File: config.mk
export PLATFORM = sky130hd
export DESIGN_NAME = register_file
export DESIGN_NICKNAME = d
export VERILOG_FILES = /design/src/rtl/register_file.sv
export VERILOG_INCLUDE_DIRS = /design/src /design/src/rtl
export SDC_FILE = /design/constraint.sdc
export NUM_CORES = 1
export LEC_CHECK = 0
export ABC_AREA = 1
export ABC_CLOCK_PERIOD_IN_PS = 1520
export CORE_ASPECT_RATIO = 0.9
export CORE_MARGIN = 2
export CORE_UTILIZATION = 55
export DETAILED_ROUTE_END_ITERATION = 6
export DONT_BUFFER_PORTS = 1
export PLACE_DENSITY = 0.78
export SLEW_MARGIN = 20
export SYNTH_ARGS = -nofsm -noshare
export SYNTH_HDL_FRONTEND = slang
export SYNTH_SLANG_ARGS = --single-unit
File: constraint.sdc
create_clock -name clk -period 1.52 [get_ports clk]
set_clock_uncertainty 0.15 [all_clocks]
set_input_delay 0.076 -clock clk [delete_from_list [all_inputs] [get_ports clk]]
set_output_delay 0.076 -clock clk [all_outputs]
set_load 0.005 [all_outputs]
File: src/rtl/cpu_params.svh
// Datapath width, address width, register count, LED address and APB register offsets
`ifndef CPU_PARAMS_SVH
`define CPU_PARAMS_SVH

// Datapath and instruction width
`define CPU_DATA_W     16

// Word address width, 256 words
`define CPU_ADDR_W     8

`define CPU_NREGS      8

// Core stores here also drive the LEDs
`define CPU_LED_ADDR   8'hFF

// APB byte offsets, memory sits below CTRL
`define CPU_APB_CTRL   12'h200
`define CPU_APB_STATUS 12'h204

`endif

File: src/rtl/register_file.sv
// Eight-entry register file with two read ports and one write port
`timescale 1ns/1ps
`default_nettype none
`include "cpu_params.svh"

module register_file (
    input  logic                             clk,
    input  logic                             rst_n,
    input  logic                             we,
    input  logic [$clog2(`CPU_NREGS)-1:0]    rd_sel,
    input  logic [$clog2(`CPU_NREGS)-1:0]    rs_sel,
    input  logic [`CPU_DATA_W-1:0]           wdata,
    output logic [`CPU_DATA_W-1:0]           rd_data,
    output logic [`CPU_DATA_W-1:0]           rs_data
);

    logic [`CPU_DATA_W-1:0] regs [`CPU_NREGS];

    // Writes always target rd
    always_ff @(posedge clk) begin
        if (!rst_n) begin
            regs <= '{default: '0};
        end else if (we) begin
            regs[rd_sel] <= wdata;
        end
    end

    assign rd_data = regs[rd_sel];
    assign rs_data = regs[rs_sel];

endmodule

`default_nettype wire

==> flow_summary.json <==
{
  "cts.sinks": 128,
  "cpMostUsedCell": "nand2_1",
  "die_width_um": 126,
  "crit_path_max_fanout": 2,
  "nNetsFinal": 1416,
  "dieArea_um2": 14500,
  "largest_register": "regs",
  "ys_seq_elements": 128,
  "setup_tns_ns": 0,
  "holdCritStartpoint": "rd_sel[2]",
  "grt_pass1_vias": 8101,
  "path_clk_slew_ns": 0.06,
  "fin_hold_ws_ns": 0.0171,
  "path_cells": "inv_1 > nand2_1 > nand3_1 > nand2_2 > nand2_1 > nand2_1",
  "maxCapViolations": 0,
  "stdcell_count": 1573,
  "cts_buffers": 17,
  "min_period_over_period": 0.976,
  "grt_remaining_overflow": 0,
  "max_freq_mhz": 674,
  "dieHeight_um": 114,
  "cts_root_buffer": "clkbuf_16",
  "syn_area_um2": 7430,
  "cp.required_ns": 1.29,
  "rsz0062_at_grt": "yes",
  "yosys_warnings": 0,
  "row_count": 40,
  "reg_top3": "regs: 128 flops",
  "start_util": 0.560,
  "gp_congestion": 0.888,
  "vias_per_cell": 5.48,
  "yosys-top-cells-area": "dfxtp_1, nand2_1, nor2_1, inv_1, nand3_1",
  "cp_data_arrival_time_ns": 1.26,
  "report.final.slew_viol_count": 0,
  "avgSynthCellArea_um2": 5.62,
  "setup_viol": 0,
  "io_pins": 57,
  "min_delay_path_depth": 4,
  "reg2regPathDepth": 3,
  "path_class": "flip-flop to output port",
  "grt_pass1_wl_um": 40900,
  "crit-reg2reg-capture": "regs[1]",
  "synth.top_cell.area_share": 0.345,
  "yosysTopAreaCell": "dfxtp_1",
  "grt_max_degree": 68,
  "cp-end-kind": "output port",
  "p_per_area_nw_per_um2": 955,
  "path_delay_family": "simple AND/OR/NAND/NOR gates",
  "cp-start-kind": "flip-flop",
  "vdd_drop_max_mv": 0.798,
  "grtUsageTotal": 0.360,
  "num_vias": 8622,
  "drtAntennaViolNets": 0,
  "hold_end": "regs[109]",
  "dp_cells": 1436,
  "slowest_delay_ns": 0.33,
  "areaGrowthSynthToFinish_pct": 24.1,
  "cts_setup_buffers": 0,
  "period_minus_slack_ns": 1.48,
  "largest_reg_flops": 128,
  "outcome": "finished clean",
  "netlist_instances": 1321,
  "clk_latency_ns": 0.43,
  "coreArea_um2": 13300,
  "cellLeakagePower_nw": 4.49,
  "ys_types": 18,
  "synth-seq-area-share": 0.345,
  "cts_tree": "done",
  "path_buf_inv": 1,
  "tightest_slew_ns": 0.485,
  "drt_iter0_markers": 908,
  "cts_max_path_buffers": 2,
  "drt_first_pass_iters": 7,
  "place_hpwl_um": 13900,
  "max_slew_margin": 0.676,
  "hold_path.class": "primary input to flip-flop",
  "htree_levels": 4,
  "r2r_slack_ns": 0.17,
  "drc_errors": 0,
  "finalCoreUtilization": 0.695,
  "finalWirelength_um": 25800,
  "syn-num-nets": 1346,
  "regToRegStartpoint": "regs[1]",
  "final_layout_size_suffix_gt1_frac": 0.0706,
  "power.total_mw": 8.81,
  "slowest_stage": "dfxtp_1",
  "antenna_found_initial": 2,
  "hold_violations": 0,
  "post_drt_wl_per_cell_um": 16.4,
  "io_buffers": 0
}
cell families (layout without fill, tap and decap cells):
| family | Yosys count | count (layout) | synth area share |
|---|---|---|---|
| AO/OA/AOI/OAI | 144 | 144 | 0.0970 |
| buffers and inverters | 232 | 314 | 0.123 |
| flip-flops | 128 | 128 | 0.345 |
| other | 0 | 2 | 0 |
| AND/OR/NAND/NOR | 817 | 817 | 0.435 |
final cells by class:
class,instances,area (µm²)
flip-flops and latches,128,2580
multi-input cells,961,3980
inverters,159,597
clock buffers,25,505
clock inverters,6,55.1
diodes,2,5.00
well taps,168,210
fillers,1148,4040
repair buffers,124,1280
worst register-to-register path: cells and delay by family, from the launching register on:
kind / cells / cell delay (ns)
buffers and inverters: 1 / 0.55
AOI/OAI and AO/OA: 1 / 0.17
DFF: 1 / 0.31
and+or+nand+nor: 1 / 0.05
report_power, final:
part,internal (mW),switching [mW],leakage (nW),total [mW]
clock network,2.44,1.50,0.283,3.95
registers,3.48,0.0753,1.05,3.55
logic,0.538,0.771,3.16,1.31
total,6.46,2.35,4.49,8.81
Yosys cell counts:
cell type / count
nor2_2: 2
nand2_2: 2
inv_2: 13
nor2_1: 241
dfxtp_1: 128
o21ai_0: 46
inv_1: 146
o21ai_1: 82
nand2_4: 2
nor2_8: 1
buf_2: 17
buf_1: 6
clkbuf_1: 45
nand3_1: 94
buf_4: 5
a21oi_1: 16
nor2_4: 1
nand2_1: 474
metrics by stage:
stage          setup WS [ns]  cell area [µm²]
6_report              0.0358             9220
5_1_grt              -0.0177             9220
4_1_cts               0.0455             9150
3_5_place_dp           0.186             7520
3_3_place_gp           0.252             7520
2_1_floorplan          0.360             7430
cells in the final DEF, fill, tap and decap left out:
cell and instances:
nand2_4 2, nor2_4 1, nor2_8 1, clkinv_2 5, buf_6 1, bufinv_16 1, nand3_1 94, clkbuf_16 17
a21oi_1 16, dfxtp_1 110, inv_2 13, dfxtp_2 18, nand2_1 464, o21ai_1 82, buf_12 5, o21ai_0 46
buf_4 15, nand2_2 12, diode_2 2, dlygate4sd3_1 98, clkbuf_8 5, nor2_1 241, inv_1 146, dlymetal6s4s_1 4
buf_16 1, nor2_2 2, clkbuf_1 3
worst max-delay path by stage:
stage | from | to | slack (ns) | depth (start not counted)
after global routing | rd_sel[2] | regs[106] | -0.02 | 6
after detailed placement | we | regs[28] | 0.19 | 6
after floorplan | rd_sel[1] | regs[101] | 0.36 | 6
after CTS | regs[75] | rs_data[11] | 0.05 | 6
after global placement | we | regs[120] | 0.25 | 6
final | regs[19] | rs_data[3] | 0.04 | 6
layer usage:
metal  vias up  GRT usage  part of all wire
met4         0      0.164             0.038
met5         -          0                 0
met1      3928      0.446              0.39
met2       472      0.599              0.46
li1       4145          -                 -
met3        77     0.0836              0.10
timing repair:
action                                  4_1_cts  5_1_grt
hold buffers                                104        0
gates resized for setup                       0       33
endpoints found under the setup margin        0       22
endpoints found under the hold margin       128        0
(Power assumes the default switching activity.)
