[src/rtl/cpu_params.svh]
// Datapath width, address width, register count, LED address and APB register offsets
`ifndef CPU_PARAMS_SVH
`define CPU_PARAMS_SVH

// Datapath and instruction width
`define CPU_DATA_W     16

// Word address width, 256 words
`define CPU_ADDR_W     8

`define CPU_NREGS      8

// Core stores here also drive the LEDs
`define CPU_LED_ADDR   8'hFF

// APB byte offsets, memory sits below CTRL
`define CPU_APB_CTRL   12'h200
`define CPU_APB_STATUS 12'h204

`endif

[src/rtl/cpu_pkg.sv]
// CPU package with state enum, opcode enum and decoded instruction struct
`default_nettype none

package cpu_pkg;

    // One state per instruction step
    typedef enum logic [2:0] {
        S_FETCH  = 3'd0,
        S_DECODE = 3'd1,
        S_EXEC   = 3'd2,
        S_MEM    = 3'd3,
        S_WB     = 3'd4,
        S_HALT   = 3'd5
    } cpu_state_e;

    // Instruction bits 15:12
    typedef enum logic [3:0] {
        ADD  = 4'h0,
        SUB  = 4'h1,
        AND  = 4'h2,
        OR   = 4'h3,
        XOR  = 4'h4,
        LDI  = 4'h5,
        LD   = 4'h6,
        ST   = 4'h7,
        BZ   = 4'h8,
        JMP  = 4'h9,
        HALT = 4'hF   // Codes A to E are unused and run as no-ops
    } opcode_e;

    typedef struct packed {
        opcode_e    opcode;
        logic [2:0] rd;
        logic [2:0] rs;
        logic [7:0] imm8;   // Overlaps rs, used by LDI, BZ and JMP
    } decoded_instr_t;

endpackage

`default_nettype wire

[src/rtl/alu.sv]
// ALU with zero flag, branch decision and register write enable
`timescale 1ns/1ps
`default_nettype none
`include "cpu_params.svh"

module alu (
    input  logic                    clk,
    input  logic                    rst_n,
    input  cpu_pkg::cpu_state_e     state,
    input  cpu_pkg::decoded_instr_t instr,
    input  logic [`CPU_DATA_W-1:0]  rd_data,
    input  logic [`CPU_DATA_W-1:0]  rs_data,
    output logic [`CPU_DATA_W-1:0]  result,
    output logic                    branch,
    output logic                    reg_we
);
    import cpu_pkg::*;

    logic [`CPU_DATA_W-1:0] alu_out;
    logic                   zero;
    logic                   take;
    logic                   writes_rd;

    assign zero = (rd_data == '0);   // Tested by BZ

    always_comb begin
        case (instr.opcode)
            ADD:     alu_out = rd_data + rs_data;
            SUB:     alu_out = rd_data - rs_data;
            AND:     alu_out = rd_data & rs_data;
            OR:      alu_out = rd_data | rs_data;
            XOR:     alu_out = rd_data ^ rs_data;
            LDI:     alu_out = {{(`CPU_DATA_W-8){1'b0}}, instr.imm8};
            default: alu_out = '0;
        endcase
    end

    assign take      = (instr.opcode == JMP) || (instr.opcode == BZ && zero);
    assign writes_rd = instr.opcode inside {ADD, SUB, AND, OR, XOR, LDI, LD};

    always_ff @(posedge clk) begin
        if (state == S_EXEC) begin
            result <= alu_out;
        end
    end

    // Decisions for the WB step
    always_ff @(posedge clk) begin
        if (!rst_n) begin
            branch <= 1'b0;
            reg_we <= 1'b0;
        end else if (state == S_EXEC) begin
            branch <= take;
            reg_we <= writes_rd;
        end
    end

endmodule

`default_nettype wire

[config.mk]
export PLATFORM = sky130hd
export DESIGN_NAME = alu
export DESIGN_NICKNAME = d
export VERILOG_FILES = /design/src/rtl/cpu_pkg.sv /design/src/rtl/alu.sv
export VERILOG_INCLUDE_DIRS = /design/src /design/src/rtl
export SDC_FILE = /design/constraint.sdc
export NUM_CORES = 1
export LEC_CHECK = 0
export BUFFER_PORTS_ARGS = -buffer_cell sky130_fd_sc_hd__buf_2
export CAP_MARGIN = 20
export CORE_ASPECT_RATIO = 0.6
export CORE_MARGIN = 10
export CORE_UTILIZATION = 40
export DETAILED_ROUTE_END_ITERATION = 10
export PLACE_DENSITY = 0.65
export SLEW_MARGIN = 20
export SYNTH_ARGS = -nofsm -noshare
export SYNTH_HDL_FRONTEND = slang
export SYNTH_SLANG_ARGS = --single-unit
[constraint.sdc]
create_clock -name clk -period 5.1 [get_ports clk]
set_input_delay 0.765 -clock clk [delete_from_list [all_inputs] [get_ports clk]]
set_output_delay 0.765 -clock clk [all_outputs]
set_load 0.01 [all_outputs]
==> impl_metrics.yaml <==
outcome:
  status: "finished, final reports clean"
sta:
  fin_skew_ns: 0
  hold_viol: 0
  fin_tns_setup_ns: 0
  setup-violations-final: 0
  slew-limit-headroom: 0.3225
  max_clock_freq_mhz: 267.8
  rsz0062_at_grt: "no"
  min_period_ns: 3.735
  drv_slew: 0
  worst_pin_slew_ns: 1.012
  finalCritPeriodShare: 0.7323
clocking:
  clockBufferDepth: 2
  cts_buffers: 3
  cts_root_buf: "clkbuf_8"
  htree_num_levels: 1
  cts_tree: "yes"
  post_cts_buffers: 0
  cts_hold_buf: 0
  clock-sinks: 18
  cts.clk_slew.worst_paths_ns: 0.06
  ctsResizeCount: 0
  worstSkewPairLatency_ns: 0.24
synthesis:
  yosys.area.top_type: "ha_1"
  synth_area_um2: 2565
  ys_types: 54
  synthTopCellsByArea: "ha_1 23%, edfxtp_1 19%, xnor2_1 6.5%"
  postSynthCellCount: 294
  yosysWarningCount: 0
  post_synth.cell_area_avg_um2: 8.724
  synth_edf_count: 16
  syn-num-nets: 398
  ys_seq_elements: 18
  yosysSeqAreaShare: 0.2029
  synth_top_area_frac: 0.2341
  yosys_most_used_dff: "edfxtp_1"
  synth_async_sr_flop_share: 0
drt:
  wl_per_cell_um: 16.96
  met1_length_mm: 3.876
  drc: 0
  via_per_inst: 5.482
  drt_wl_total_mm: 7.461
  vias: 2412
  drt_iter0_drc: 195
  dr_wl_met2_mm: 3.011
  firstDrtPassIters: 4
  ant_nets: 0
  routed-wl-met3_um: 540
  routed.top_layer: "met4"
global_routing:
  antenna_found_initial: 0
  grt_overflow: 0
  grt_util_all_layers: 0.1407
  grt_first_pass_wirelength_mm: 11.52
  grt_pass1_vias: 2154
  grt_max_degree: 20
critical_path:
  worstPathRequired_ns: 5.06
  cp_max_fo: 11
  path_class: "in2reg"
  cp-start-kind: "primary input"
  cp.arrival_ns: 3.70
  cp-end-kind: "flop"
  ff2ff_setup_slack_ns: 4.52
power:
  p_leak_nw: 1.400
  vdd_drop_max_uv: 121.0
  total_power_mw: 0.5149
  pwr_density_cell_nw_per_um2: 169.8
floorplanning:
  die-area_um2: 10120
  io_pins: 73
  dieWidth_um: 123.4
  fp.coreArea_um2: 6166
  start_util: 0.4160
  rows: 22
  die_h_um: 82.03
layout:
  diodes: 0
  nNetsFinal: 461
  drive_above_1_share: 0.2247
  post-route-util: 0.4917
  final_cells: 440
  mostFrequentLayoutCell: "buf_2"
  syn2layout_area_growth_pct: 18.20
  layout.cells.most_common_list: "66 x buf_2, 48 x ha_1, 33 x inv_1"
  n_fill_cell: 593
placement:
  place.gp.congestion: 0.8930
  dp.cells: 436
  place_hpwl_mm: 6.144
  numPortBuffers: 66
job:
  drv_cap: 0
min_path:
  min_path_type: "reg2reg"
[critical path, cell delays in order]
cell       delay (ns)
buf_2            0.15
nor3_1           0.46
nand2_1          0.39
o21ai_1          0.36
inv_2            0.05
ha_1             0.27
nand2b_1         0.10
a211oi_4         0.30
a2111oi_4        0.07
o31ai_2          0.38
a31oi_1          0.15
xor2_1           0.15
o21ai_1          0.09
[metrics by stage]
stage	area, µm²	worst slack (ns)	hold slack (ns)
4_1_cts	3032	1.359	0.4853
3_5_place_dp	2987	1.101	0.4766
3_3_place_gp	2987	1.117	0.4674
5_1_grt	3032	1.059	0.5059
2_1_floorplan	2565	1.631	0.5016
6_report	3032	1.365	0.4796
[cells in the mapped netlist, types with 3 or more instances]
master / n
clkbuf_1: 5
a221oi_1: 8
nand3_1: 4
a31oi_1: 3
inv_1: 33
xnor2_1: 19
nand2b_1: 5
o221ai_1: 5
nor2_1: 20
nor4_1: 5
nand4_1: 5
o31ai_1: 3
a222oi_1: 4
o21ai_1: 13
a21o_1: 6
nor3_1: 6
a21oi_1: 12
o211ai_1: 3
buf_2: 4
o21a_1: 3
nand2_1: 19
xor2_1: 8
edfxtp_1: 16
ha_1: 48
[layer usage]
layer	vias up	track usage
met2	69	0.1917
met5	-	0
met3	4	0.02260
met1	1125	0.2203
met4	0	0.03009
li1	1214	-
[worst paths after layout]
kind                            startpoint         end  cells past startpoint
worst max register to register      branch      branch                      2
worst min-delay path                branch      branch                      2
worst min register to register      branch      branch                      2
worst max-delay path             instr[17]  result[13]                     13
[sequential cells by signal, summed over array words and instances (netlist names)]
signal,flops
branch,1
result,16
reg_we,1
[power by group]
part	internal, mW	total (mW)	switching, mW
Sequential	0.171	0.172	0.00152
Combinational	0.103	0.246	0.143
Clock	0.0553	0.0968	0.0416
[logic make-up after synthesis]
group	after synthesis	share of synthesized area
multiplexers	2	0.007805
XOR/XNOR	27	0.09220
adder cells (fa/ha/maj)	49	0.2420
buffers and inverters	44	0.06634
AO/OA/AOI/OAI	78	0.2376
flip-flops	18	0.2029
AND/OR/NAND/NOR	76	0.1512
[cell type report]
class | instances | area, µm² | area share
Clock buffer | 4 | 45.04 | 0.01486
Inverter | 34 | 127.6 | 0.04210
Sequential cell | 18 | 520.5 | 0.1717
Timing Repair Buffer | 68 | 345.3 | 0.1139
Multi-Input combinational cell | 232 | 1888 | 0.6228
Tap cell | 84 | 105.1 | 0.03467
(Power assumes the default switching activity.)
