==> config.mk <==
export PLATFORM = sky130hd
export DESIGN_NAME = unified_mem_flat
export DESIGN_NICKNAME = d
export VERILOG_FILES = /design/src/rtl/mem_bus_if.sv /design/src/rtl/unified_mem.sv /design/src/flat_wrapper.sv
export VERILOG_INCLUDE_DIRS = /design/src /design/src/rtl
export SDC_FILE = /design/constraint.sdc
export NUM_CORES = 2
export LEC_CHECK = 0
export BUFFER_PORTS_ARGS = -buffer_cell sky130_fd_sc_hd__buf_4
export CAP_MARGIN = 10
export CORE_UTILIZATION = 35
export CTS_CLUSTER_SIZE = 25
export DETAILED_ROUTE_END_ITERATION = 16
export SLEW_MARGIN = 20
export SYNTH_ARGS = -nofsm -noshare
export SYNTH_HDL_FRONTEND = slang
export SYNTH_SLANG_ARGS = --single-unit
==> constraint.sdc <==
create_clock -name clk -period 4.2 [get_ports clk]
set_input_delay 0.21 -clock clk [delete_from_list [all_inputs] [get_ports clk]]
set_output_delay 0.21 -clock clk [all_outputs]
set_load 0.05 [all_outputs]
==> src/rtl/cpu_params.svh <==
// Datapath width, address width, register count, LED address and APB register offsets
`ifndef CPU_PARAMS_SVH
`define CPU_PARAMS_SVH

// Datapath and instruction width
`define CPU_DATA_W     16

// Word address width, 256 words
`define CPU_ADDR_W     8

`define CPU_NREGS      8

// Core stores here also drive the LEDs
`define CPU_LED_ADDR   8'hFF

// APB byte offsets, memory sits below CTRL
`define CPU_APB_CTRL   12'h200
`define CPU_APB_STATUS 12'h204

`endif

==> src/rtl/mem_bus_if.sv <==
// Core-to-memory bus interface with core and memory modports
`timescale 1ns/1ps
`default_nettype none
`include "cpu_params.svh"

interface mem_bus_if;
    logic [`CPU_ADDR_W-1:0] addr;
    logic [`CPU_DATA_W-1:0] wdata;
    logic [`CPU_DATA_W-1:0] rdata;   // Word from previous req cycle
    logic                   wr_en;
    logic                   req;

    modport core (
        output addr,
        output wdata,
        output wr_en,
        output req,
        input  rdata
    );

    modport memory (
        input  addr,
        input  wdata,
        input  wr_en,
        input  req,
        output rdata
    );
endinterface

`default_nettype wire

==> src/rtl/unified_mem.sv <==
// Shared program and data memory with host port and LED register
`timescale 1ns/1ps
`default_nettype none
`include "cpu_params.svh"

module unified_mem (
    input  logic                   clk,
    input  logic                   rst_n,
    mem_bus_if.memory              bus,
    input  logic                   host_en,
    input  logic                   host_we,
    input  logic [`CPU_ADDR_W-1:0] host_addr,
    input  logic [`CPU_DATA_W-1:0] host_wdata,
    output logic [`CPU_DATA_W-1:0] host_rdata,
    output logic [7:0]             leds
);

    logic [`CPU_DATA_W-1:0] mem [2**`CPU_ADDR_W];
    logic [`CPU_ADDR_W-1:0] port_addr;
    logic [`CPU_DATA_W-1:0] port_wdata;
    logic [`CPU_DATA_W-1:0] rd_q;
    logic                   port_en;
    logic                   port_we;
    logic                   led_store;

    // Host and core never share a cycle, so one port serves both
    assign port_en    = host_en || bus.req;
    assign port_we    = host_en ? host_we : bus.wr_en;
    assign port_addr  = host_en ? host_addr : bus.addr;
    assign port_wdata = host_en ? host_wdata : bus.wdata;

    always_ff @(posedge clk) begin
        if (port_en) begin
            if (port_we) begin
                mem[port_addr] <= port_wdata;
            end
            rd_q <= mem[port_addr];   // Read before write on same address
        end
    end

    assign bus.rdata  = rd_q;
    assign host_rdata = rd_q;

    assign led_store = bus.req && bus.wr_en && (bus.addr == `CPU_LED_ADDR);

    always_ff @(posedge clk) begin
        if (!rst_n) begin
            leds <= '0;
        end else if (led_store) begin
            leds <= bus.wdata[7:0];
        end
    end

    // Host access is gated by run in the core top
    a_host_core_exclusive: assert property (
        @(posedge clk) disable iff (!rst_n)
        !(host_en && bus.req)
    );

endmodule

`default_nettype wire

==> src/flat_wrapper.sv <==
// flat-port wrapper written by rule: the top's interface ports become plain ports
module unified_mem_flat 
  (clk, rst_n, host_en, host_we, host_addr, host_wdata, host_rdata, leds, bus_addr, bus_wdata, bus_wr_en, bus_req, bus_rdata);
  mem_bus_if bus_i ();
  input  logic clk;
  input  logic rst_n;
  input  logic host_en;
  input  logic host_we;
  input  logic [`CPU_ADDR_W-1:0] host_addr;
  input  logic [`CPU_DATA_W-1:0] host_wdata;
  output logic [`CPU_DATA_W-1:0] host_rdata;
  output logic [7:0] leds;
  input wire logic [$bits(bus_i.addr)-1:0] bus_addr;
  input wire logic [$bits(bus_i.wdata)-1:0] bus_wdata;
  input wire logic [$bits(bus_i.wr_en)-1:0] bus_wr_en;
  input wire logic [$bits(bus_i.req)-1:0] bus_req;
  output wire logic [$bits(bus_i.rdata)-1:0] bus_rdata;
  assign bus_i.addr = bus_addr;
  assign bus_i.wdata = bus_wdata;
  assign bus_i.wr_en = bus_wr_en;
  assign bus_i.req = bus_req;
  assign bus_rdata = bus_i.rdata;
  unified_mem u_core (.clk(clk), .rst_n(rst_n), .bus(bus_i), .host_en(host_en), .host_we(host_we), .host_addr(host_addr), .host_wdata(host_wdata), .host_rdata(host_rdata), .leds(leds));
endmodule
==> impl_metrics.yaml <==
floorplanning:
  fp.dieArea_um2: 453000
  start_util_pct: 35.1
  die_w_um: 673
  rows: 246
  coreArea_um2: 448000
  die_h_um: 673
  ios: 94
sta:
  hold_viol: 0
  fin_crit_ns: 3.48
  fmax_mhz: 287
  postLayoutSetupSlackWorst_ns: 0.721
  grt_setup_unrepaired: "false"
  finalSetupViolations: 0
  worst_pin_slew_ns: 1.24
  fin_skew_ns: 0.0917
  slew_viol_final: 0
  hold_slack_ns: 0.0651
  maxSlewHeadroom_pct: 17.4
  fin_setup_tns_ns: 0
  post-route-period-util_pct: 82.8
critical_path:
  worstPathCellList: "buf_4, mux2_8, buf_12, buf_12, mux2i_1, o22ai_1, o41ai_2, nand4_1, buf_4, and4_1"
  path_class: "in -> reg"
  endpoint_kind: "register"
  rr_worst_depth: 6
  cp.required_ns: 4.95
  r2r_end: "u_core.bus.rdata[1]$_DFFE_PP_"
  cpPeakStageDelay_ns: 0.75
  cp.arrival_ns: 4.22
  worstSetupStartpointType: "input pin"
  r2r-start: "u_core.mem[102][1]$_DFFE_PP_"
  reg2reg_slack_ns: 1.08
  critical-path-slowest-cell: "o41ai_2"
  critPathMaxFanout: 82
clock_tree:
  numCtsBuffers: 414
  clk_latency_ns: 0.99
  cts_num_sinks: 4120
  postCtsSetupBuffers: 0
  htreeDepth: 5
  tritoncts: "yes"
  post_cts_resized: 0
  cts_max_path_buffers: 4
  path_clk_slew_ns: 0.06
  cts_root_buf: "clkbuf_16"
hold_path:
  hp-start: "host_wdata[8]"
  hold_path_class: "in -> reg"
  holdPathEnd: "u_core.mem[173][8]$_DFFE_PP_"
  min_path_cells: 2
logic_synthesis:
  synth.distinct_cells: 35
  syn_avg_cell_area_um2: 19.8
  syn_nets: 8027
  synth_ff_type: "edfxtp_1"
  synth_cells: 7973
  synth_edf_count: 4112
  ys_ff_latch: 4120
  yosysWarnings: 0
  netlist_area_um2: 158000
  seq_area_frac_synth_pct: 78.5
  async_reset_ff_share_pct: 0
drt:
  route.detailed.drc: 0
  drt-pass1-iter-count: 6
  postRouteAntennaNets: 0
  vias: 82100
  first_iter_violations: 9743
  wire_per_inst_um: 29.2
  routed_wl_um: 439000
  avgViaCountPerCell: 5.46
grt:
  grt_max_degree: 117
  first_global_vias: 81300
  overflow: 0
  grt_first_pass_wirelength_um: 616000
  antenna_found_initial: 28
  grt_use_total_pct: 18.8
placed_design:
  placed_area_um2: 171000
  dpl_worst_slack_ns: -0.198
  place_congestion: 0.871
  io_buffers: 93
  dp_cells: 14200
  dpl.hpwl_um: 271000
final_layout:
  stdcell_area_um2: 184000
  nets: 8781
  final_common_cell: "edfxtp_1"
  layout_common_cells: "edfxtp_1, mux2i_1, buf_4, o22ai_1, clkbuf_16"
  drive_gt1_share_pct: 20.8
  fin_cells: 15000
  syn2layout_area_growth_pct: 16.8
job:
  maxCapViolations: 0
power:
  powerDensity_nw_per_um2: 478
  cellLeakagePower_uw: 0.0605
  peakVddDrop_v: 0.000364
run_status:
  run_status: "finished clean"
registers in the layout, indices dropped and copies added, names as in the netlist:
signal	count
u_core.bus.rdata	16
u_core.leds	8
u_core.mem	4096
how the worst max path moves through the flow:
stage               startpoint                            end
global route           host_en  u_core.bus.rdata[2]$_DFFE_PP_
detailed placement     host_en  u_core.bus.rdata[2]$_DFFE_PP_
CTS                    host_en  u_core.bus.rdata[2]$_DFFE_PP_
finish                 host_en  u_core.bus.rdata[2]$_DFFE_PP_
global placement       host_en  u_core.bus.rdata[2]$_DFFE_PP_
floorplan              host_en    u_core.mem[0][10]$_DFFE_PP_
worst max-delay path: cells and delay by family:
kind / cells / cell delay, ns
buffers and inverters: 4 / 1.32
AO/OA/AOI/OAI: 2 / 0.87
AND/OR/NAND/NOR: 2 / 0.80
multiplexers: 2 / 0.80
layout make-up:
class,instances,area [µm²]
clock inverters,245,2120
diodes,10,25.0
inverters,2,7.51
well taps,5952,7450
fillers,39100,264000
multi-input cells,3342,32300
flip-flops and latches,4120,124000
repair buffers,847,7630
clock buffers,522,10900
stage by stage:
| stage | util [%] | total power (µW) |
|---|---|---|
| after floorplan | - | 50100 |
| after global placement | 38.1 | 52900 |
| after detailed placement | 38.1 | 53000 |
| after CTS | 41.0 | 88500 |
| after global routing | 41.0 | 90200 |
| final | 41.1 | 88000 |
metal layers:
metal	vias to the layer above	global-route usage (%)	routed length, µm
li1	34600	-	-
met5	-	0	38
met3	655	3.00	31700
met1	43400	25.3	178000
met4	6	6.94	17400
met2	3487	30.8	212000
report_power, final:
part	switching, µW	internal [µW]
clock	15500	20300
combinational	4300	2050
sequential	138	45700
kinds of logic after synthesis:
group                  after synthesis  share of synthesized area, %
AO/OA/AOI/OAI                     1041                          4.43
AND/OR/NAND/NOR                    609                          1.77
multiplexers                      1692                          13.8
buffers and inverters              511                          1.52
flip-flops                        4120                          78.5
synth_stat cells (13+ instances only):
cell type  instances  area share (%)
and4_1            16           0.089
mux2_2            17            0.12
nor3_1            49            0.16
mux4_2           384             5.5
nand2_1          192            0.46
buf_2            145            0.46
nand4_1          113            0.45
nor2_1           213            0.51
clkbuf_1         266            0.63
o22ai_1          640             2.5
mux2i_1         1290             8.2
o41ai_1          160            0.89
a21oi_1           97            0.31
edfxtp_1        4112              78
a22oi_1          130            0.62
buf_6             13           0.093
buf_1             34           0.081
buf_4             51            0.24
what timing repair did:
action                                 in CTS  in global routing
hold buffers                               14                  0
endpoints found under the hold margin      81                  0
setup endpoints to repair                   0                  0
Note: power is estimated with default switching activity, not from simulation.
