==> config.mk <==
export PLATFORM = sky130hd
export DESIGN_NAME = cpu_control
export DESIGN_NICKNAME = d
export VERILOG_FILES = /design/src/rtl/cpu_pkg.sv /design/src/rtl/cpu_control.sv
export SDC_FILE = /design/constraint.sdc
export NUM_CORES = 1
export LEC_CHECK = 0
export BUFFER_PORTS_ARGS = -buffer_cell sky130_fd_sc_hd__buf_2
export CAP_MARGIN = 0
export CORE_AREA = 8 8 45 47
export CTS_BUF_LIST = sky130_fd_sc_hd__clkbuf_4 sky130_fd_sc_hd__clkbuf_8 sky130_fd_sc_hd__clkbuf_16
export DETAILED_ROUTE_END_ITERATION = 8
export DIE_AREA = 0 0 53 55
export GPL_TIMING_DRIVEN = 0
export HOLD_SLACK_MARGIN = 0.03
export PLACE_DENSITY = 0.36
export SYNTH_ARGS = -nofsm -noshare
export SYNTH_HDL_FRONTEND = slang
export SYNTH_SLANG_ARGS = --single-unit
==> constraint.sdc <==
create_clock -name clk -period 1.54 [get_ports clk]
set_clock_uncertainty 0.15 [all_clocks]
set_input_delay 0.308 -clock clk [delete_from_list [all_inputs] [get_ports clk]]
set_output_delay 0.308 -clock clk [all_outputs]
set_load 0.02 [all_outputs]
==> src/rtl/cpu_pkg.sv <==
// CPU package with state enum, opcode enum and decoded instruction struct
`default_nettype none

package cpu_pkg;

    // One state per instruction step
    typedef enum logic [2:0] {
        S_FETCH  = 3'd0,
        S_DECODE = 3'd1,
        S_EXEC   = 3'd2,
        S_MEM    = 3'd3,
        S_WB     = 3'd4,
        S_HALT   = 3'd5
    } cpu_state_e;

    // Instruction bits 15:12
    typedef enum logic [3:0] {
        ADD  = 4'h0,
        SUB  = 4'h1,
        AND  = 4'h2,
        OR   = 4'h3,
        XOR  = 4'h4,
        LDI  = 4'h5,
        LD   = 4'h6,
        ST   = 4'h7,
        BZ   = 4'h8,
        JMP  = 4'h9,
        HALT = 4'hF   // Codes A to E are unused and run as no-ops
    } opcode_e;

    typedef struct packed {
        opcode_e    opcode;
        logic [2:0] rd;
        logic [2:0] rs;
        logic [7:0] imm8;   // Overlaps rs, used by LDI, BZ and JMP
    } decoded_instr_t;

endpackage

`default_nettype wire

==> src/rtl/cpu_control.sv <==
// Control FSM sequencing fetch, decode, execute, memory, writeback and halt
`timescale 1ns/1ps
`default_nettype none

module cpu_control (
    input  logic                clk,
    input  logic                rst_n,
    input  logic                run,
    input  cpu_pkg::opcode_e    opcode,
    output cpu_pkg::cpu_state_e state,
    output logic                halted
);
    import cpu_pkg::*;

    cpu_state_e next_state;

    always_comb begin
        next_state = state;
        case (state)
            S_FETCH:  next_state = S_DECODE;
            S_DECODE: next_state = S_EXEC;
            S_EXEC: begin
                if (opcode == HALT) begin
                    next_state = S_HALT;
                end else if (opcode inside {LD, ST}) begin
                    next_state = S_MEM;
                end else begin
                    next_state = S_WB;   // ALU, LDI, branches and no-ops
                end
            end
            S_MEM:    next_state = S_WB;
            S_WB:     next_state = S_FETCH;
            S_HALT:   next_state = S_HALT;   // Left only by clearing run
            default:  next_state = S_FETCH;
        endcase

        // Stopped core idles in fetch
        if (!run) begin
            next_state = S_FETCH;
        end
    end

    always_ff @(posedge clk) begin
        if (!rst_n) begin
            state <= S_FETCH;
        end else begin
            state <= next_state;
        end
    end

    assign halted = (state == S_HALT);

    // Decoded opcode is held from EXEC through MEM
    a_mem_only_ld_st: assert property (
        @(posedge clk) disable iff (!rst_n)
        (state == S_MEM) |-> (opcode inside {LD, ST})
    );

endmodule

`default_nettype wire

==> results.tsv, run 1 <==
stage	metric	value	unit
die	core region area	1380	um^2
routing	# DRC	0	
critical_path	slowest cell delay on critical path	0.37	ns
logic_synthesis	synth top area cells	dfxtp_1, nand4bb_1, a41o_1	
routing	DRT Pass-1 Iters	1	
global_route	largest net degree at the start of global routing	8	
cts	root buf cell	clkbuf_4	
hold_path	HP Class	in -> reg	
layout	ant diodes	0	
layout	Top reg by flops	state	
hold_path	worst hold path startpoint	run	
power	pwr/cell area	1020	nW/um^2
critical_path	kind of critical path	reg -> out	
hold_path	worst hold stages	2	
sta	Tightest Pin Transition	0.241	ns
sta	relative slew slack	0.837	
routing	total vias in the final route	173	
logic_synthesis	Netlist Area Pre-Place	158	um^2
logic_synthesis	cell taking the most area after synthesis	dfxtp_1	
critical_path	Critical Path Slowest Stage Cell	dfxtp_2	
logic_synthesis	FF+latch count, synth	3	
logic_synthesis	Synthesized Nets	24	
die	Row Count	14	
logic_synthesis	synth cell count leaders	dfxtp_1, nor2_1	
critical_path	Worst R2R Path Depth	3	
cts	clk sink count	3	
routing	DRT iter0 DRCs	0	
routing	vias per cell	3.68	
routing	ANT nets after route	0	
critical_path	Arrival @ worst endpoint	0.98	ns
layout	# nets final	39	
sta	setup TNS	0	ns
global_route	gr usage total	0.0388	
layout	fraction of layout cells with a size suffix above 1	0.581	
logic_synthesis	Syn Inst Count	17	
power	Max rail drop VDD	0.265	mV
sta	fin crit share	0.932	
logic_synthesis	Primary FF master, synth	dfxtp_1	
power	Pleak	0.136	nW
critical_path	reg2reg setup slack	0.43	ns
critical_path	crit-path leading delay family	flip-flops	
critical_path	Worst setup EP type	primary output	
critical_path	CP required	1.08	ns
die	initial core utilization	0.114	
sta	Max Clk Rate	0.697	GHz
sta	RSZ-0062 raised after global routing	false	
logic_synthesis	Post-synth ARST share	0	
routing	WL per Instance	10.4	um
sta	Hold Fails Final Rpt	0	
cts	worst skew pair latency	0.23	ns
job	# Max-Cap Violations	0	
layout	Area Growth Syn to Fin	65.9	%
routing	routed wire length	487	um
sta	Min Hold Slack	0.196	ns
place	routability congestion estimate	0.721	
die	die width	53	um
die	number of I/O pins	11	
place	Port Buffer Count	10	
sta	max-slew violation count	0	
logic_synthesis	Mean Syn Cell Area	9.27	um^2
critical_path	reg2reg start	state[2]	
critical_path	CP bufs+invs	1	
logic_synthesis	Post-synth EDFFs	0	
logic_synthesis	Yosys warning total	0	
layout	biggest regs	state (3)	
die	die height	55	um
cts	H-tree levels	1	
global_route	initial antenna violation count	0	
layout	max reg flops	3	
logic_synthesis	synth unique cells	14	
cts	Clock Tree Buf Depth	2	
global_route	GRT overflow	0	
critical_path	reg2reg end	state[0]	
critical_path	worst path cell trace	and3b_2 > buf_2	
cts	Num CTS Buffers	3	
place	hpwl dp	387	um
layout	Multi-input gate area	93.8	um^2
sta	crit path time final	1.43	ns
logic_synthesis	top-count cell post-synth	dfxtp_1	
cts	clock slew at reported path FFs	0.04	ns
layout	register area	63.8	um^2
logic_synthesis	Synth top area share	0.381	
global_route	vias in the first global route	187	
outcome	status	completed	
die	die area	2920	um^2
logic_synthesis	register area share after synthesis	0.381	
cts	CTS tree	yes	
cts	postcts setup bufs	0	
critical_path	crit path max fanout	7	
critical_path	Worst setup SP type	register	
global_route	first-pass GRT wire length	745	um
layout	# fillers	154	
hold_path	Hold EP	state[1]	
sta	# setup viols final	0	
==> layout by cell type (no fill, tap or decap), types with 2 or more instances in the layout <==
cell,instances
clkbuf_4,4
buf_2,10
dfxtp_2,3
nor2_1,2
==> where the power goes <==
group,total (W),internal [W],switching (W)
Combinational,0.0000257,0.0000138,0.0000120
Clock,0.000155,0.000115,0.0000403
Sequential,0.0000851,0.0000814,0.00000372
Total,0.000266,0.000210,0.0000559
==> worst max-delay path by stage <==
| stage | from | endpoint | slack (ns) | cells after the start |
|---|---|---|---|---|
| after floorplan | state[2] | halted | 0.30 | 1 |
| after detailed placement | state[1] | halted | 0.29 | 2 |
| after global placement | state[1] | halted | 0.29 | 2 |
| final | state[1] | halted | 0.11 | 2 |
| after global routing | state[1] | halted | 0.06 | 2 |
| after CTS | state[1] | halted | 0.03 | 2 |
==> through the flow <==
step | worst slack, ns | total power (W) | util | instances | instance area, um^2
2_1_floorplan | 0.298 | 0.0000984 | - | 17 | 158
3_3_place_gp | 0.286 | 0.000111 | 0.165 | 43 | 228
3_5_place_dp | 0.288 | 0.000112 | 0.165 | 43 | 228
4_1_cts | 0.0341 | 0.000277 | 0.186 | 47 | 258
5_1_grt | 0.0595 | 0.000287 | 0.189 | 47 | 262
6_report | 0.105 | 0.000266 | 0.189 | 47 | 262
==> routing by layer <==
metal  track usage  part of all wire  vias to the layer above
li1              -                 -                       90
met1        0.0303              0.39                       74
met2        0.0508              0.42                        9
met3        0.0348              0.18                        0
met4        0.0517                 0                        0
met5             0                 0                        -
==> final cells by class <==
type / count / area share
clock buffer: 4 / 0.115
inverter: 1 / 0.0144
multi-input combinational: 13 / 0.359
sequential: 3 / 0.244
tap: 16 / 0.0766
timing repair buffer: 10 / 0.191
==> what timing repair did <==
item,CTS,global route
endpoints found under the setup margin,0,1
hold buffers,0,0
gates resized for setup,0,3
==> cells by family (layout without fill, tap and decap cells) <==
group,after synthesis,after routing,share of synthesized area
xor+xnor,1,1,0.0556
buf+inv,1,15,0.0238
simple gates,9,9,0.381
compound gates,3,3,0.159
flops,3,3,0.381
No activity file was read; power rests on OpenSTA's default activity.
==> run 2, diff against run 1 <==
--- a/config.mk
+++ b/config.mk
@@ -5,6 +5,7 @@
 export SDC_FILE = /design/constraint.sdc
 export NUM_CORES = 1
 export LEC_CHECK = 0
+export ABC_AREA = 1
 export BUFFER_PORTS_ARGS = -buffer_cell sky130_fd_sc_hd__buf_2
 export CAP_MARGIN = 0
 export CORE_AREA = 8 8 45 47
@@ -13,7 +14,7 @@
 export DIE_AREA = 0 0 53 55
 export GPL_TIMING_DRIVEN = 0
 export HOLD_SLACK_MARGIN = 0.03
-export PLACE_DENSITY = 0.36
+export PLACE_DENSITY = 0.37
 export SYNTH_ARGS = -nofsm -noshare
 export SYNTH_HDL_FRONTEND = slang
 export SYNTH_SLANG_ARGS = --single-unit
==> results.tsv, run 2 <==
stage	metric	value	unit
power	Pleak	0.151	nW
layout	ant diodes	0	
routing	DRT Pass-1 Iters	1	
critical_path	slowest cell delay on critical path	0.39	ns
layout	# fillers	177	
logic_synthesis	synth unique cells	8	
critical_path	Worst R2R Path Depth	5	
sta	setup TNS	0	ns
global_route	first-pass GRT wire length	841	um
layout	Finished Core Util	0.198	
critical_path	CP bufs+invs	1	
logic_synthesis	Post-synth ARST share	0	
layout	biggest regs	state (3)	
routing	ANT nets after route	0	
sta	Max Clk Rate	0.699	GHz
critical_path	Worst setup EP type	primary output	
sta	crit path time final	1.43	ns
die	Row Count	14	
hold_path	Hold EP	state[1]	
logic_synthesis	Synthesized Nets	38	
layout	most frequent cells in the layout	nor2_1, buf_2, nand2_1	
routing	vias per cell	3.43	
routing	DRT iter0 DRCs	0	
outcome	status	completed	
hold_path	worst hold path startpoint	run	
cts	clk sink count	3	
place	hpwl dp	409	um
global_route	largest net degree at the start of global routing	8	
die	die width	53	um
critical_path	crit path max fanout	5	
power	Max rail drop VDD	0.228	mV
cts	root buf cell	clkbuf_4	
critical_path	kind of critical path	reg -> out	
die	die height	55	um
logic_synthesis	Primary FF master, synth	dfxtp_1	
cts	H-tree levels	1	
sta	Tightest Pin Transition	0.176	ns
power	pwr/cell area	977	nW/um^2
cts	clock slew at reported path FFs	0.04	ns
sta	RSZ-0062 raised after global routing	false	
die	initial core utilization	0.125	
logic_synthesis	register area share after synthesis	0.348	
logic_synthesis	Post-synth EDFFs	0	
layout	Top reg by flops	state	
cts	Num CTS Buffers	3	
power	total power	0.000268	W
routing	WL met3	49	um
logic_synthesis	synth top area cells	dfxtp_1, nor2_1, nand2_1	
logic_synthesis	Synth top area share	0.348	
cts	CTS tree	yes	
routing	total vias in the final route	209	
layout	fraction of layout cells with a size suffix above 1	0.333	
logic_synthesis	Yosys warning total	0	
sta	# setup viols final	0	
logic_synthesis	FF+latch count, synth	3	
job	# Max-Cap Violations	0	
critical_path	crit-path leading delay family	flip-flops	
routing	WL per Instance	8.10	um
place	routability congestion estimate	0.682	
routing	met1 WL	187	um
critical_path	CP required	1.08	ns
cts	worst skew pair latency	0.23	ns
place	Port Buffer Count	10	
sta	fin crit share	0.929	
critical_path	reg2reg start	state[1]	
global_route	GRT overflow	0	
critical_path	Arrival @ worst endpoint	0.97	ns
routing	Met2 Routed Length	257	um
cts	Clock Tree Buf Depth	2	
global_route	vias in the first global route	219	
routing	# DRC	0	
sta	max-slew violation count	0	
global_route	gr usage total	0.0447	
critical_path	Worst path depth	3	
sta	relative slew slack	0.882	
die	core region area	1380	um^2
critical_path	Worst setup SP type	register	
layout	Area Growth Syn to Fin	58.7	%
critical_path	reg2reg setup slack	0.52	ns
critical_path	worst path cell trace	nand2_1 > nor2_1 > buf_2	
layout	# nets final	53	
hold_path	HP Class	in -> reg	
routing	DR top layer	met3	
die	number of I/O pins	11	
logic_synthesis	Netlist Area Pre-Place	173	um^2
logic_synthesis	Mean Syn Cell Area	5.57	um^2
global_route	initial antenna violation count	0	
sta	Hold Fails Final Rpt	0	
critical_path	Critical Path Slowest Stage Cell	dfxtp_1	
layout	max reg flops	3	
logic_synthesis	cell taking the most area after synthesis	dfxtp_1	
logic_synthesis	Syn Inst Count	31	
die	die area	2920	um^2
logic_synthesis	top-count cell post-synth	nor2_1	
routing	routed wire length	494	um
logic_synthesis	synth cell count leaders	nor2_1, nand2_1, inv_1, dfxtp_1	
critical_path	reg2reg end	state[2]	
hold_path	worst hold stages	3	
run 2: metrics by stage:
step | cell area, um^2 | hold slack [ns] | std cells | setup WS [ns]
final | 274 | 0.188 | 61 | 0.109
after floorplan | 173 | 0.301 | 31 | 0.181
after detailed placement | 243 | 0.435 | 57 | 0.318
after global placement | 243 | 0.421 | 57 | 0.328
after global routing | 274 | 0.187 | 61 | 0.0222
after CTS | 273 | 0.184 | 61 | 0.0596
run 2: cells by family (layout without fill, tap and decap cells):
family / Yosys count / in the layout / synth area share
DFF: 3 / 3 / 0.348
buffers and inverters: 6 / 20 / 0.130
and+or+nand+nor: 20 / 20 / 0.449
AOI/OAI and AO/OA: 2 / 2 / 0.0725
run 2: worst max path at each step:
stage             start     end
2_1_floorplan  state[2]  halted
3_3_place_gp   state[2]  halted
3_5_place_dp   state[2]  halted
4_1_cts        state[2]  halted
5_1_grt        state[1]  halted
6_report       state[0]  halted
run 2: report_power, final:
part | internal [W] | switching (W) | leakage (nW)
Sequential | 0.0000810 | 0.00000356 | 0.0250
Combinational | 0.0000138 | 0.0000164 | 0.107
Clock | 0.000114 | 0.0000384 | 0.0184
Total | 0.000209 | 0.0000584 | 0.151
run 2: routing by layer:
metal,track usage,vias up
met5,0,-
li1,-,119
met2,0.0625,4
met3,0.0321,0
met4,0.0647,0
met1,0.0348,86
run 2: layout make-up:
type | count | area [um^2] | share of cell area
multi-input combinational | 22 | 90.1 | 0.329
tap | 16 | 20.0 | 0.0731
sequential | 3 | 61.3 | 0.224
inverter | 6 | 22.5 | 0.0822
clock buffer | 4 | 30.0 | 0.110
timing repair buffer | 10 | 50.0 | 0.183
run 2: worst register-to-register path, stage by stage (launching register included):
cell and delay (ns):
dfxtp_1 0.40, inv_1 0.06, nand2_1 0.09, nand2_1 0.07, o211ai_1 0.08, nor2_1 0.05
run 2: repair_timing:
item                                    CTS  global route
endpoints found under the setup margin    0             1
hold buffers                              0             0
setup buffers                             0             0
resized for setup                         0             1
